$ cat src/cpu_pkg.sv
/*
  shared types for the 8-bit core
  opcode map, timing states, debug selects and bus widths
*/
package cpu_pkg;

  localparam int data_w   = 8;   // data bus and register width
  localparam int addr_w   = 16;  // address bus width
  localparam int regsel_w = 4;   // debug select width

  typedef logic [data_w-1:0] byte_t;
  typedef logic [addr_w-1:0] addr_t;

  // supported opcodes, 6502 encodings
  typedef enum byte_t {
    op_brk     = 8'h00,
    op_lda_imm = 8'hA9,
    op_lda_zp  = 8'hA5,
    op_lda_zpx = 8'hB5,
    op_ldx_imm = 8'hA2,
    op_ldx_zp  = 8'hA6,
    op_ldx_zpy = 8'hB6,
    op_ldy_imm = 8'hA0,
    op_ldy_zp  = 8'hA4,
    op_ldy_zpx = 8'hB4,
    op_nop     = 8'hEA,
    op_sta_zp  = 8'h85,
    op_sta_zpx = 8'h95,
    op_stx_zp  = 8'h86,
    op_stx_zpy = 8'h96,
    op_sty_zp  = 8'h84,
    op_sty_zpx = 8'h94
  } opcode_e;

  // timing states of the sequencer
  typedef enum logic [2:0] {
    t0  = 3'd0,
    t1  = 3'd1,
    t1x = 3'd2,  // unused by this opcode set
    t2  = 3'd3,
    t3  = 3'd4,
    t4  = 3'd5,
    t5  = 3'd6,
    t6  = 3'd7
  } tstate_e;

  // debug register selects
  typedef enum logic [regsel_w-1:0] {
    regsel_pcl = 4'd0,
    regsel_pch = 4'd1,
    regsel_ac  = 4'd2,
    regsel_x   = 4'd3,
    regsel_y   = 4'd4,
    regsel_p   = 4'd5
  } regsel_e;

  localparam byte_t dbg_default = 8'hBD;  // unused select readback

endpackage

$ cat src/cpu_ctrl_if.sv
/*
  control strobes from the decode ROM to the datapath
  all levels, held for one processor cycle
*/
`timescale 1ns/1ps

interface cpu_ctrl_if;

  logic load_prg_byte;     // pc to address bus, pc increment
  logic lda_last;          // final cycle of lda
  logic ldx_last;          // final cycle of ldx
  logic ldy_last;          // final cycle of ldy
  logic ac_to_dor;         // a into data out reg
  logic x_to_dor;          // x into data out reg
  logic y_to_dor;          // y into data out reg
  logic zp_addr_to_ab;     // dl as zero-page address
  logic zpidx_addr_to_ab;  // adder result as zero-page address
  logic zpx_comps_to_alu;  // operand and x into adder inputs
  logic zpy_comps_to_alu;  // operand and y into adder inputs

  modport decode (
    output load_prg_byte, lda_last, ldx_last, ldy_last,
           ac_to_dor, x_to_dor, y_to_dor,
           zp_addr_to_ab, zpidx_addr_to_ab,
           zpx_comps_to_alu, zpy_comps_to_alu
  );

  modport datapath (
    input  load_prg_byte, lda_last, ldx_last, ldy_last,
           ac_to_dor, x_to_dor, y_to_dor,
           zp_addr_to_ab, zpidx_addr_to_ab,
           zpx_comps_to_alu, zpy_comps_to_alu
  );

endinterface

$ cat src/cpu_timing.sv
/*
  timing generator
  ready latch, four-phase clock enables, T-state sequencer and instruction fetch regs
*/
`timescale 1ns/1ps

module cpu_timing
(
  input  logic             clk,
  input  logic             rst,
  input  logic             ready,        // external ready level
  input  cpu_pkg::byte_t   din,          // read data
  output logic             ph1_en,       // phase-1 register update
  output logic             ph2_en,       // phase-2 register update
  output logic             cycle_start,  // first clk of a processor cycle
  output cpu_pkg::tstate_e t_state,
  output cpu_pkg::byte_t   ir
);
  import cpu_pkg::*;

  logic       ready_q;  // ready delayed one clk
  logic       rdy;
  logic [1:0] phase;
  tstate_e    t_next;
  byte_t      pd;       // pre-decode reg
  logic       is_prefetch;
  logic       is_imm;
  logic       is_zp;
  logic       is_zpidx;

  assign rdy         = ready && ready_q;
  assign ph1_en      = rdy && (phase == 2'd0);
  assign cycle_start = rdy && (phase == 2'd1);
  assign ph2_en      = rdy && (phase == 2'd2);

  ////////////////////////////////////////
  // opcode classes

  assign is_prefetch = (ir == op_brk) || (ir == op_nop);  // fetch next opcode in t1
  assign is_imm      = ir inside {op_lda_imm, op_ldx_imm, op_ldy_imm};
  assign is_zp       = ir inside {op_lda_zp, op_ldx_zp, op_ldy_zp,
                                  op_sta_zp, op_stx_zp, op_sty_zp};
  assign is_zpidx    = ir inside {op_lda_zpx, op_ldx_zpy, op_ldy_zpx,
                                  op_sta_zpx, op_stx_zpy, op_sty_zpx};

  // next T-state, loads and stores exit early since the bus is busy in their last cycle
  always_comb
  begin
    case (t_state)
      t0:      t_next = t1;
      t1, t1x: t_next = is_prefetch ? t1 : (is_imm ? t0 : t2);
      t2:      t_next = is_zp ? t0 : t3;
      t3:      t_next = is_zpidx ? t0 : t4;
      t4:      t_next = t5;
      t5:      t_next = t6;
      t6:      t_next = t0;
    endcase
  end

  always_ff @(posedge clk)
  begin
    if (rst)
    begin
      ready_q <= 1'b0;
      phase   <= 2'd1;
      t_state <= t1;
      ir      <= op_brk;  // first decoded cycle is a brk
    end
    else
    begin
      ready_q <= ready;
      if (rdy)
        phase <= phase + 2'd1;  // counter freezes on a stall
      if (ph1_en)
      begin
        t_state <= t_next;
        if (t_next == t1)
          ir <= pd;  // new opcode enters on t1
      end
    end
  end

  always_ff @(posedge clk)
  begin
    if (ph2_en)
      pd <= din;
  end

  // known opcodes stay inside t0..t3
  assert property (@(posedge clk) disable iff (rst)
    (is_prefetch || is_imm || is_zp || is_zpidx) |-> !(t_state inside {t1x, t4, t5, t6}))
    else $error("t_state outside supported range for opcode %h", ir);

endmodule

$ cat src/cpu_decode.sv
/*
  decode ROM
  maps T-state and opcode to datapath strobes, r_nw and the brk pulse
*/
`timescale 1ns/1ps

module cpu_decode
(
  input  cpu_pkg::tstate_e t_state,
  input  cpu_pkg::byte_t   ir,
  input  logic             cycle_start,
  cpu_ctrl_if.decode       ctrl,
  output logic             r_nw,  // low for a store data cycle
  output logic             brk    // debug break pulse
);
  import cpu_pkg::*;

  always_comb
  begin
    // everything idle unless a state says otherwise
    ctrl.load_prg_byte    = 1'b0;
    ctrl.lda_last         = 1'b0;
    ctrl.ldx_last         = 1'b0;
    ctrl.ldy_last         = 1'b0;
    ctrl.ac_to_dor        = 1'b0;
    ctrl.x_to_dor         = 1'b0;
    ctrl.y_to_dor         = 1'b0;
    ctrl.zp_addr_to_ab    = 1'b0;
    ctrl.zpidx_addr_to_ab = 1'b0;
    ctrl.zpx_comps_to_alu = 1'b0;
    ctrl.zpy_comps_to_alu = 1'b0;
    r_nw                  = 1'b1;
    brk                   = 1'b0;

    case (t_state)
      t0:
        ctrl.load_prg_byte = 1'b1;  // opcode fetch
      t1:
      begin
        case (ir)
          op_brk:
          begin
            ctrl.load_prg_byte = 1'b1;
            brk                = cycle_start;  // once per cycle
          end
          op_nop:     ctrl.load_prg_byte = 1'b1;
          op_lda_imm: {ctrl.load_prg_byte, ctrl.lda_last} = 2'b11;
          op_ldx_imm: {ctrl.load_prg_byte, ctrl.ldx_last} = 2'b11;
          op_ldy_imm: {ctrl.load_prg_byte, ctrl.ldy_last} = 2'b11;
          op_lda_zp, op_ldx_zp, op_ldy_zp:
            ctrl.zp_addr_to_ab = 1'b1;
          op_sta_zp:  {ctrl.zp_addr_to_ab, ctrl.ac_to_dor} = 2'b11;
          op_stx_zp:  {ctrl.zp_addr_to_ab, ctrl.x_to_dor}  = 2'b11;
          op_sty_zp:  {ctrl.zp_addr_to_ab, ctrl.y_to_dor}  = 2'b11;
          op_lda_zpx, op_ldy_zpx, op_sta_zpx, op_sty_zpx:
            ctrl.zpx_comps_to_alu = 1'b1;  // base + x
          op_ldx_zpy, op_stx_zpy:
            ctrl.zpy_comps_to_alu = 1'b1;  // base + y
          default: ;
        endcase
      end
      t2:
      begin
        case (ir)
          op_lda_zp: {ctrl.load_prg_byte, ctrl.lda_last} = 2'b11;
          op_ldx_zp: {ctrl.load_prg_byte, ctrl.ldx_last} = 2'b11;
          op_ldy_zp: {ctrl.load_prg_byte, ctrl.ldy_last} = 2'b11;
          op_sta_zp, op_stx_zp, op_sty_zp:
          begin
            ctrl.load_prg_byte = 1'b1;
            r_nw               = 1'b0;  // zp write cycle
          end
          op_lda_zpx, op_ldx_zpy, op_ldy_zpx:
            ctrl.zpidx_addr_to_ab = 1'b1;
          op_sta_zpx: {ctrl.zpidx_addr_to_ab, ctrl.ac_to_dor} = 2'b11;
          op_stx_zpy: {ctrl.zpidx_addr_to_ab, ctrl.x_to_dor}  = 2'b11;
          op_sty_zpx: {ctrl.zpidx_addr_to_ab, ctrl.y_to_dor}  = 2'b11;
          default: ;
        endcase
      end
      t3:
      begin
        case (ir)
          op_lda_zpx: {ctrl.load_prg_byte, ctrl.lda_last} = 2'b11;
          op_ldx_zpy: {ctrl.load_prg_byte, ctrl.ldx_last} = 2'b11;
          op_ldy_zpx: {ctrl.load_prg_byte, ctrl.ldy_last} = 2'b11;
          op_sta_zpx, op_stx_zpy, op_sty_zpx:
          begin
            ctrl.load_prg_byte = 1'b1;
            r_nw               = 1'b0;  // indexed write cycle
          end
          default: ;
        endcase
      end
      default: ;
    endcase
  end

  // one address source per cycle, sampled as each cycle_start pulse ends
  assert property (@(negedge cycle_start)
    $onehot0({ctrl.load_prg_byte, ctrl.zp_addr_to_ab, ctrl.zpidx_addr_to_ab}))
    else $error("more than one address source in state %s", t_state.name());

endmodule

$ cat src/cpu_datapath.sv
/*
  datapath with ADL/ADH/DB/SB buses, A/X/Y, N/Z, zero-page adder and PC
  drives the address and data buses and the debug read port
*/
`timescale 1ns/1ps

module cpu_datapath
#(
  parameter cpu_pkg::byte_t reset_pch = 8'h80  // high byte of reset pc
)
(
  input  logic                          clk,
  input  logic                          rst,
  input  logic                          ph1_en,
  input  logic                          ph2_en,
  input  cpu_pkg::byte_t                din,
  input  logic [cpu_pkg::regsel_w-1:0]  dbgreg_sel,
  cpu_ctrl_if.datapath                  ctrl,
  output cpu_pkg::byte_t                dout,
  output cpu_pkg::addr_t                a,
  output cpu_pkg::byte_t                dbgreg_out
);
  import cpu_pkg::*;

  byte_t ac_q;
  byte_t x_q;
  byte_t y_q;
  logic  n_q;
  logic  z_q;
  byte_t p;      // status, n in bit 7 and z in bit 1
  addr_t pc_q;
  byte_t abl_q;  // address bus low
  byte_t abh_q;  // address bus high
  byte_t dl_q;   // input data latch
  byte_t dor_q;  // data output reg
  byte_t ai_q;   // adder input a
  byte_t bi_q;   // adder input b
  byte_t add_q;  // adder hold reg

  // bus drive and load enables
  logic ld_last;
  logic alu_in;
  logic ab_load;
  logic pcl_adl;
  logic dl_adl;
  logic add_adl;
  logic pch_adh;
  logic ac_db;
  logic dl_db;
  logic x_sb;
  logic y_sb;
  logic sb_db;   // sb/db pass path

  byte_t adl;
  byte_t adh;
  byte_t db_in;
  byte_t db_out;
  byte_t sb_in;
  byte_t sb_out;

  ////////////////////////////////////////
  // strobe to enable mapping

  assign ld_last = ctrl.lda_last | ctrl.ldx_last | ctrl.ldy_last;
  assign alu_in  = ctrl.zpx_comps_to_alu | ctrl.zpy_comps_to_alu;
  assign ab_load = ctrl.load_prg_byte | ctrl.zp_addr_to_ab | ctrl.zpidx_addr_to_ab;
  assign pcl_adl = ctrl.load_prg_byte;
  assign dl_adl  = ctrl.zp_addr_to_ab;
  assign add_adl = ctrl.zpidx_addr_to_ab;
  assign pch_adh = ctrl.load_prg_byte;  // otherwise adh floats to page zero
  assign ac_db   = ctrl.ac_to_dor;
  assign dl_db   = ld_last | alu_in;
  assign x_sb    = ctrl.zpx_comps_to_alu | ctrl.x_to_dor;
  assign y_sb    = ctrl.zpy_comps_to_alu | ctrl.y_to_dor;
  assign sb_db   = ld_last | ctrl.x_to_dor | ctrl.y_to_dor;

  ////////////////////////////////////////
  // internal buses, undriven bus reads zero

  assign adl    = pcl_adl ? pc_q[7:0] : (dl_adl ? dl_q : (add_adl ? add_q : '0));
  assign adh    = pch_adh ? pc_q[15:8] : '0;
  assign db_in  = dl_db ? dl_q : (ac_db ? ac_q : '0);
  assign sb_in  = x_sb ? x_q : (y_sb ? y_q : '0);
  assign db_out = sb_db ? (db_in | sb_in) : db_in;  // pass path merges both sides
  assign sb_out = sb_db ? (sb_in | db_in) : sb_in;

  // phase-1 control and user state
  always_ff @(posedge clk)
  begin
    if (rst)
    begin
      ac_q  <= '0;
      x_q   <= '0;
      y_q   <= '0;
      n_q   <= 1'b0;
      z_q   <= 1'b0;
      abl_q <= '0;
      abh_q <= reset_pch;
    end
    else if (ph1_en)
    begin
      if (ctrl.lda_last)
        ac_q <= sb_out;
      if (ctrl.ldx_last)
        x_q <= sb_out;
      if (ctrl.ldy_last)
        y_q <= sb_out;
      if (ld_last)
      begin
        n_q <= db_out[7];
        z_q <= ~|db_out;
      end
      if (ab_load)
      begin
        abl_q <= adl;
        abh_q <= adh;
      end
    end
  end

  // phase-1 payload
  always_ff @(posedge clk)
  begin
    if (ph1_en)
    begin
      dor_q <= db_out;
      if (alu_in)
      begin
        ai_q <= sb_out;  // index reg
        bi_q <= db_out;  // zp base
      end
    end
  end

  // phase-2 pc
  always_ff @(posedge clk)
  begin
    if (rst)
      pc_q <= {reset_pch, 8'h00};
    else if (ph2_en && ctrl.load_prg_byte)
      pc_q <= pc_q + addr_t'(1);
  end

  // phase-2 payload, 8-bit add wraps inside page zero
  always_ff @(posedge clk)
  begin
    if (ph2_en)
    begin
      dl_q <= din;
      if (ctrl.zpidx_addr_to_ab)
        add_q <= ai_q + bi_q;
    end
  end

  assign p    = {n_q, 5'b00000, z_q, 1'b0};
  assign dout = dor_q;
  assign a    = {abh_q, abl_q};

  always_comb
  begin
    case (dbgreg_sel)
      regsel_pcl: dbgreg_out = pc_q[7:0];
      regsel_pch: dbgreg_out = pc_q[15:8];
      regsel_ac:  dbgreg_out = ac_q;
      regsel_x:   dbgreg_out = x_q;
      regsel_y:   dbgreg_out = y_q;
      regsel_p:   dbgreg_out = p;
      default:    dbgreg_out = dbg_default;
    endcase
  end

  // pc only moves on a phase-2 enable
  assert property (@(posedge clk) disable iff (rst) !ph2_en |=> $stable(pc_q))
    else $error("pc changed outside phase 2");

endmodule

$ cat src/cpu_top.sv
/*
  8-bit core top level
  timing, decode ROM and datapath joined by the control strobe bundle
*/
`timescale 1ns/1ps

module cpu_top
#(
  parameter cpu_pkg::byte_t reset_pch = 8'h80  // reset pc is {reset_pch, 00}
)
(
  input  logic                         clk,
  input  logic                         rst,
  input  logic                         ready,       // low stalls the core
  input  cpu_pkg::byte_t               din,
  input  logic [cpu_pkg::regsel_w-1:0] dbgreg_sel,
  output cpu_pkg::byte_t               dout,
  output cpu_pkg::addr_t               a,
  output logic                         r_nw,
  output logic                         brk,
  output cpu_pkg::byte_t               dbgreg_out
);
  import cpu_pkg::*;

  logic    ph1_en;
  logic    ph2_en;
  logic    cycle_start;
  tstate_e t_state;
  byte_t   ir;

  cpu_ctrl_if u_ctrl_if ();  // decode to datapath strobes

  cpu_timing u_timing (
    .clk         (clk),
    .rst         (rst),
    .ready       (ready),
    .din         (din),
    .ph1_en      (ph1_en),
    .ph2_en      (ph2_en),
    .cycle_start (cycle_start),
    .t_state     (t_state),
    .ir          (ir)
  );

  cpu_decode u_decode (
    .t_state     (t_state),
    .ir          (ir),
    .cycle_start (cycle_start),
    .ctrl        (u_ctrl_if.decode),
    .r_nw        (r_nw),
    .brk         (brk)
  );

  cpu_datapath #(
    .reset_pch (reset_pch)
  ) u_datapath (
    .clk        (clk),
    .rst        (rst),
    .ph1_en     (ph1_en),
    .ph2_en     (ph2_en),
    .din        (din),
    .dbgreg_sel (dbgreg_sel),
    .ctrl       (u_ctrl_if.datapath),
    .dout       (dout),
    .a          (a),
    .dbgreg_out (dbgreg_out)
  );

endmodule

$ cat config.mk
export PLATFORM = sky130hd
export DESIGN_NAME = cpu_top
export DESIGN_NICKNAME = d
export VERILOG_FILES = /design/src/cpu_pkg.sv /design/src/cpu_ctrl_if.sv /design/src/cpu_timing.sv /design/src/cpu_decode.sv /design/src/cpu_datapath.sv /design/src/cpu_top.sv
export SDC_FILE = /design/constraint.sdc
export NUM_CORES = 1
export LEC_CHECK = 0
export BUFFER_PORTS_ARGS = -buffer_cell sky130_fd_sc_hd__buf_4
export CAP_MARGIN = 20
export CORE_MARGIN = 4
export CORE_UTILIZATION = 40
export DETAILED_ROUTE_END_ITERATION = 7
export GPL_ROUTABILITY_DRIVEN = 0
export PLACE_DENSITY = 0.71
export SLEW_MARGIN = 0
export SYNTH_ARGS = -nofsm -noshare
export SYNTH_HDL_FRONTEND = slang
export SYNTH_SLANG_ARGS = --single-unit
$ cat constraint.sdc
create_clock -name clk -period 2.2 [get_ports clk]
set_clock_uncertainty 0.05 [all_clocks]
set_input_delay 0.11 -clock clk [delete_from_list [all_inputs] [get_ports clk]]
set_output_delay 0.11 -clock clk [all_outputs]
set_load 0.02 [all_outputs]
### Word level (Yosys, flattened, before mapping)

Cells that the tools add are included.

* register bits: 112
* input bits: 15
* word-level logic and storage cells: 145
* output and inout port bits: 34

* add/subtract/negate cells: 3
* eq/ne operators: 31
* bitwise gates (word level): 11
* muxes and demuxes: 52
* reduce and logical (&&, ||, !) cells: 31

Operators with widths (count)
* 8-bit equality test (second input constant): 16
* 8-bit two-way mux: 10
* 8-bit one-hot mux with 6 select lines: 1
* 1-bit two-way mux: 28
* 3-bit one-hot mux with 7 select lines: 1
* 16-bit by 1-bit adder with 16-bit output (second input constant): 1
* 2-bit AND reduction: 8
* 3-bit equality test (second input constant): 4
* 6-bit nonzero test: 2
* 6-bit OR reduction: 2
* 1-bit OR: 10
* 3-bit two-way mux: 3
* 1-bit one-hot mux with 3 select lines: 3
* 8-bit adder: 1
* 4-bit by 2-bit equality test with 1-bit output (second input constant): 2
* 4-bit by 3-bit equality test with 1-bit output (second input constant): 2
* 8-bit zero test: 1
* 8-bit OR: 1
* 1-bit one-hot mux with 2 select lines: 4
* 8-bit OR reduction: 1
* 3-bit by 1-bit equality test with 1-bit output (second input constant): 2
* 3-bit by 2-bit equality test with 1-bit output (second input constant): 2
* 3-bit OR reduction: 2
* 1-bit logical AND: 5
* 15 further kinds: 16

### Depth between registers and ports, before layout

* depth in word-level cells: 11
* depth in mapped cells: 10
* gate-level depth less buffers: 9

### Modules after synthesis

From an unflattened synthesis, not the netlist that was laid out.

* cells, all modules: 633
* area, all modules: 6048.3 um^2

Modules (own cells, without submodules)
* cpu_datapath: area each 4645.7 um^2, cells each 482, instances 1, seq. area each 2362.3 um^2
* cpu_timing: area each 1066.0 um^2, cells each 101, instances 1, seq. area each 520.5 um^2
* cpu_decode: area each 336.6 um^2, cells each 50, instances 1, seq. area each 0.0 um^2

### Worst setup path before layout

No wires, ideal clock.

* path type: reg2reg
* start point: register u_timing.t_state[1]
* end point: register u_datapath.z_q
* required time: 2.054 ns
* buffers on the path: 1
* stages on the path, launching flop included: 9
* library setup time: 0.096 ns
* arrival: 2.297 ns
* period minus slack after synthesis: 2.443 ns
* slack: -0.243 ns
* path through: dfxtp_1 > buf_6 > and3b_1 > o211ai_2 > a21o_2 > nand4_4 > a221o_1 > or4_1 > o41ai_2

* longest elaborated chain between the ends: 10
* elaborated cells on any way between the ends: 28
* classes of those cells: eq/ne: 3; mux: 13; bitwise: 9; reduce/logical: 3

Ends and longest elaborated chain
* from (decl): RTL line cpu_timing.sv:16 `output cpu_pkg::tstate_e t_state,`
* from (signal assigned): RTL line cpu_timing.sv:66 `t_state <= t1;`
* from (signal assigned): RTL line cpu_timing.sv:76 `t_state <= t_next;`
* 3-bit equality test (tied with other cells): RTL line cpu_decode.sv:35 `case (t_state)`
* 1-bit one-hot mux with 3 select lines: RTL line cpu_decode.sv:35
* 1-bit OR (2 in series): RTL line cpu_datapath.sv:64 `assign ld_last = ctrl.lda_last | ctrl.ldx_last | ctrl.ldy_last;`
* 1-bit OR: RTL line cpu_datapath.sv:72 `assign dl_db = ld_last | alu_in;`
* 8-bit two-way mux: RTL line cpu_datapath.sv:82 `assign db_in = dl_db ? dl_q : (ac_db ? ac_q : '0);`
* 8-bit OR: RTL line cpu_datapath.sv:84 `assign db_out = sb_db ? (db_in | sb_in) : db_in;`
* 8-bit two-way mux (*): RTL line cpu_datapath.sv:84
* via u_datapath.db_out[7]: RTL line cpu_datapath.sv:57 `byte_t db_out;`
* 8-bit OR reduction (*): RTL line cpu_datapath.sv:111 `z_q <= ~|db_out;`
* 1-bit zero test (*): RTL line cpu_datapath.sv:111
* to (signal assigned): RTL line cpu_datapath.sv:111
* to (decl): RTL line cpu_datapath.sv:29 `logic z_q;`

Mark *: on every way through the listed nets, which the timed path passes. The rest lies on a longest branch.
A chain may end at the register's enable or synchronous reset.

### Worst setup path in the final report

* start point: register u_timing.ir[7]
* end point: register u_datapath.z_q

* longest elaborated chain between the ends: 11
* elaborated cells on any way between the ends: 59
* classes of those cells: eq/ne: 15; mux: 30; bitwise: 9; reduce/logical: 5

Ends and longest elaborated chain
* from (decl): RTL line cpu_timing.sv:17 `output cpu_pkg::byte_t ir`
* from (signal assigned): RTL line cpu_timing.sv:67 `ir <= op_brk;`
* from (signal assigned): RTL line cpu_timing.sv:78 `ir <= pd;`
* 8-bit equality test (on tied branches): RTL line cpu_decode.sv:40, cpu_decode.sv:83, cpu_decode.sv:64
* 1-bit two-way mux (tied with other cells): RTL line cpu_decode.sv:83 `case (ir)`
* 1-bit one-hot mux with 3 select lines or 1-bit two-way mux (tied branches): RTL line cpu_decode.sv:35, cpu_decode.sv:40
* 1-bit OR or 1-bit two-way mux (tied branches): RTL line cpu_datapath.sv:64, cpu_decode.sv:35
* 1-bit OR (on tied branches): RTL line cpu_datapath.sv:64, cpu_datapath.sv:65, cpu_datapath.sv:74
* 1-bit OR or 8-bit two-way mux (tied branches): RTL line cpu_datapath.sv:72, cpu_datapath.sv:83
* 8-bit two-way mux (on tied branches): RTL line cpu_datapath.sv:82, cpu_datapath.sv:83
* 8-bit OR: RTL line cpu_datapath.sv:84
* 8-bit two-way mux (*): RTL line cpu_datapath.sv:84
* via u_datapath.db_out[0]: RTL line cpu_datapath.sv:57
* 8-bit OR reduction (*): RTL line cpu_datapath.sv:111
* 1-bit zero test (*): RTL line cpu_datapath.sv:111

Marks and branches as above.

==> out/qor.txt <==
=========================================================================================
Outcome .................................................................... finished, violations left
Violated checks ............................................................ negative setup slack
Residual antenna-violating net count after detailed routing ................            0
Syn_nets ...................................................................          654
CP startpoint kind .........................................................     register
Slew headroom ..............................................................        55.5%
Die Ht .....................................................................       130 um
CTS H-Tree Depth ...........................................................            3
#FFs+latches synth .........................................................          112
Post-synthesis cell area ...................................................  0.00595 mm2
Count of maximum capacitance violations ....................................            0
Post-Syn Instances .........................................................          627
Vias in the first global route .............................................         5466
Yosys synthesis warning count ..............................................            0
I/O pin total ..............................................................           49
Final standard cell utilization of the core ................................        59.0%
Floorplan die width ........................................................       130 um
Worst hold slack ...........................................................    0.0799 ns
Leak pwr ...................................................................      3.34 nW
Highest net fanout along the worst path ....................................            6
First-pass GRT wire length .................................................     28100 um
Clock Sinks ................................................................          112
Proportion of register bits with asynchronous set or reset after synthesis .           0%
Area of the placeable core .................................................   0.0145 mm2
Clock-pin slew on the worst setup and hold paths ...........................      0.08 ns
Setup repair after global routing missed its margin ........................         true
Finish-stage setup viols ...................................................           28
Critical path start-end classification ..................................... register to register
Buffers on Ports ...........................................................           48
Total half-perimeter wirelength after legalization and detailed placement ..     12700 um
Buffer cell driving the clock tree root ....................................    clkbuf_16
Portion of the clock cycle consumed by the worst path in the final layout ..         109%
Initial Utilization ........................................................        40.9%
Worst slew pin tran ........................................................     0.668 ns
Worst skew pair latency ....................................................      0.36 ns
Total Routed Length ........................................................     19600 um
Growth of design area from synthesis to finish .............................        44.3%
Antenna diode count ........................................................            0
Final slew viol count ......................................................            0
Number of clock buffers inserted by TritonCTS ..............................            9
Number of antenna violations at the first check in global routing ..........            0
Via total after detailed routing ...........................................         5791
Crit path buffers/inverters ................................................            2
Detailed router's first-iteration violation count ..........................          560
Number of flops mapped to enable cells by yosys ............................           40
Slowest cell on crit path ..................................................        or4_4
Power density relative to cell area ........................................   463 mW/mm2
Average cell area after synthesis ..........................................     9.48 um2
CTS tree ...................................................................          yes
Sequential-to-total area share from yosys stat .............................        44.4%
Critical-path cell list .................................................... nor3b_4 -> buf_6 -> buf_4 -> o211ai_2 -> a21o_4 -> and4_4 -> o221ai_2 -> or4_4 -> o41ai_4
Count of distinct cell types in the synthesized netlist ....................           68
Delay of the slowest critical-path stage ...................................      0.58 ns
Post-route setup slack .....................................................    -0.202 ns
Largest net degree at the start of global routing ..........................           51
Overall fraction of global-route tracks in use .............................        21.2%
Arrival time at the worst endpoint .........................................      2.62 ns
CP required ................................................................      2.41 ns
DRC Markers ................................................................            0
Net count, final ...........................................................          790
Global route overflow ......................................................            0
Num rows ...................................................................           44
Routed wire per std cell ...................................................      20.6 um
Time the final worst path needs with I/O delays and setup ..................      2.40 ns
Max Clk Rate ...............................................................      416 MHz
Maximum vdd drop ...........................................................   0.000374 V
Final hold violations ......................................................            0
Longest Clk Path Bufs ......................................................            2
Total die area .............................................................   0.0169 mm2
Delay-heaviest family, CP .................................................. simple AND/OR/NAND/NOR gates
Dominant synthesized flop cell .............................................      dfxtp_1
Fraction of layout instances using a drive strength above 1 ................        40.4%
Type of element capturing the critical path ................................     register
Routed via count divided by cell count .....................................         6.08
Hold Crit Class ............................................................ primary input to register
Detailed Routing Iterations Pass 1 .........................................            7
=========================================================================================
[synth_stat cells, types with 7 or more instances]
| library cell | number | area (um2) |
|---|---|---|
| edfxtp_1 | 40 | 1200 |
| o2111ai_1 | 7 | 61.3 |
| nor2_1 | 58 | 218 |
| o21ai_0 | 30 | 150 |
| ha_1 | 11 | 138 |
| nand2_1 | 26 | 97.6 |
| mux2_2 | 15 | 169 |
| a211oi_1 | 22 | 165 |
| a32o_1 | 9 | 90.1 |
| nand4_1 | 11 | 68.8 |
| clkbuf_1 | 27 | 101 |
| dfxtp_1 | 72 | 1440 |
| nor3_1 | 9 | 45.0 |
| nand3_1 | 18 | 90.1 |
| a21oi_1 | 51 | 255 |
| mux2i_1 | 19 | 190 |
| nor2b_1 | 25 | 156 |
| inv_1 | 30 | 113 |
| a22oi_1 | 12 | 90.1 |
| a31oi_1 | 10 | 62.6 |
| xnor2_1 | 8 | 70.1 |
| buf_2 | 8 | 40.0 |
[power breakdown]
part	total [mW]	switching, mW	internal, mW
sequential	2.13	0.00684	2.13
clock	1.60	0.786	0.810
combinational	0.244	0.143	0.100
total	3.97	0.936	3.04
[per-layer routing]
layer	up-vias	global-route usage, %	share of wire [%]
met3	56	4.50	5.4
met4	0	10.9	5.4
met5	-	0	0
met1	2870	26.9	41
li1	2622	-	-
met2	243	34.2	48
[stage by stage]
step,cell area (um2),power (mW),std cells,setup TNS (ns),worst slack (ns)
4_1_cts,7930,3.96,940,-0.563,-0.145
6_report,8580,3.97,952,-1.47,-0.202
3_5_place_dp,7110,2.37,905,-9.12,-0.371
2_1_floorplan,6020,2.30,627,-0.352,-0.0715
3_3_place_gp,7110,2.37,905,-3.18,-0.242
5_1_grt,8580,4.08,952,-4.01,-0.268
[cells by family after synthesis]
logic type               Yosys count  share of synthesized area (%)
buffers and inverters             71                           4.84
AO/OA/AOI/OAI                    197                           23.2
adder cells (fa/ha/maj)           12                           2.65
flip-flops                       112                           44.4
XOR/XNOR                          10                           1.47
AND/OR/NAND/NOR                  191                           17.4
multiplexers                      34                           6.04
[final timing paths]
path	cells after the start	from	endpoint	slack [ns]
hold / removal	3	rst	u_datapath.pc_q[15]	0.08
setup reg to reg	9	u_timing.ir[7]	u_datapath.z_q	-0.20
hold reg to reg	2	u_timing.phase[1]	u_timing.phase[1]	0.45
setup / recovery	9	u_timing.ir[7]	u_datapath.z_q	-0.20
[cells in the final DEF, fill, tap and decap left out, types with 10 or more instances in the layout]
master	n
inv_1	27
buf_4	126
a21oi_2	14
edfxtp_1	40
nand2_1	25
nand3_1	14
nand4_1	11
nor2b_1	22
o21ai_0	25
dfxtp_1	61
nor2_1	57
ha_1	11
a21oi_4	13
buf_6	18
a21oi_1	24
mux2_4	13
mux2i_1	18
clkbuf_16	10
a211oi_1	10
[final cells by class]
| cell class | instances | area [um2] |
|---|---|---|
| fill | 1157 | 5950 |
| multi-input combinational | 444 | 3820 |
| sequential | 112 | 2680 |
| timing repair buffer | 165 | 1450 |
| clock buffer | 11 | 243 |
| tap | 184 | 230 |
| inverter | 31 | 120 |
| clock inverter | 5 | 40.0 |
[sequential cells by signal, summed over array words and instances (netlist names), 2 cells and up]
| register | flops |
|---|---|
| u_datapath.ai_q | 8 |
| u_datapath.pc_q | 16 |
| u_datapath.ac_q | 8 |
| u_datapath.y_q | 8 |
| u_datapath.dout | 8 |
| u_timing.t_state | 3 |
| u_datapath.add_q | 8 |
| u_datapath.abh_q | 8 |
| u_timing.phase | 2 |
| u_datapath.bi_q | 8 |
| u_datapath.dl_q | 8 |
| u_datapath.abl_q | 8 |
| u_datapath.x_q | 8 |
| u_timing.ir | 8 |
[worst reg2reg max path, cell delays in order, from the launching register on]
cell and delay, ns:
dfxtp_4 0.36, nor3b_4 0.15, buf_6 0.13, buf_4 0.14, o211ai_2 0.09, a21o_4 0.19
and4_4 0.28, o221ai_2 0.13, or4_4 0.58, o41ai_4 0.22
[what timing repair did]
action	in CTS	in global routing
cloned	2	3
hold endpoints to repair	9	0
setup buffers	10	12
hold buffers	9	0
resized for setup	90	121
pin swaps	22	34
endpoints found under the setup margin	86	114
(Power assumes the default switching activity.)
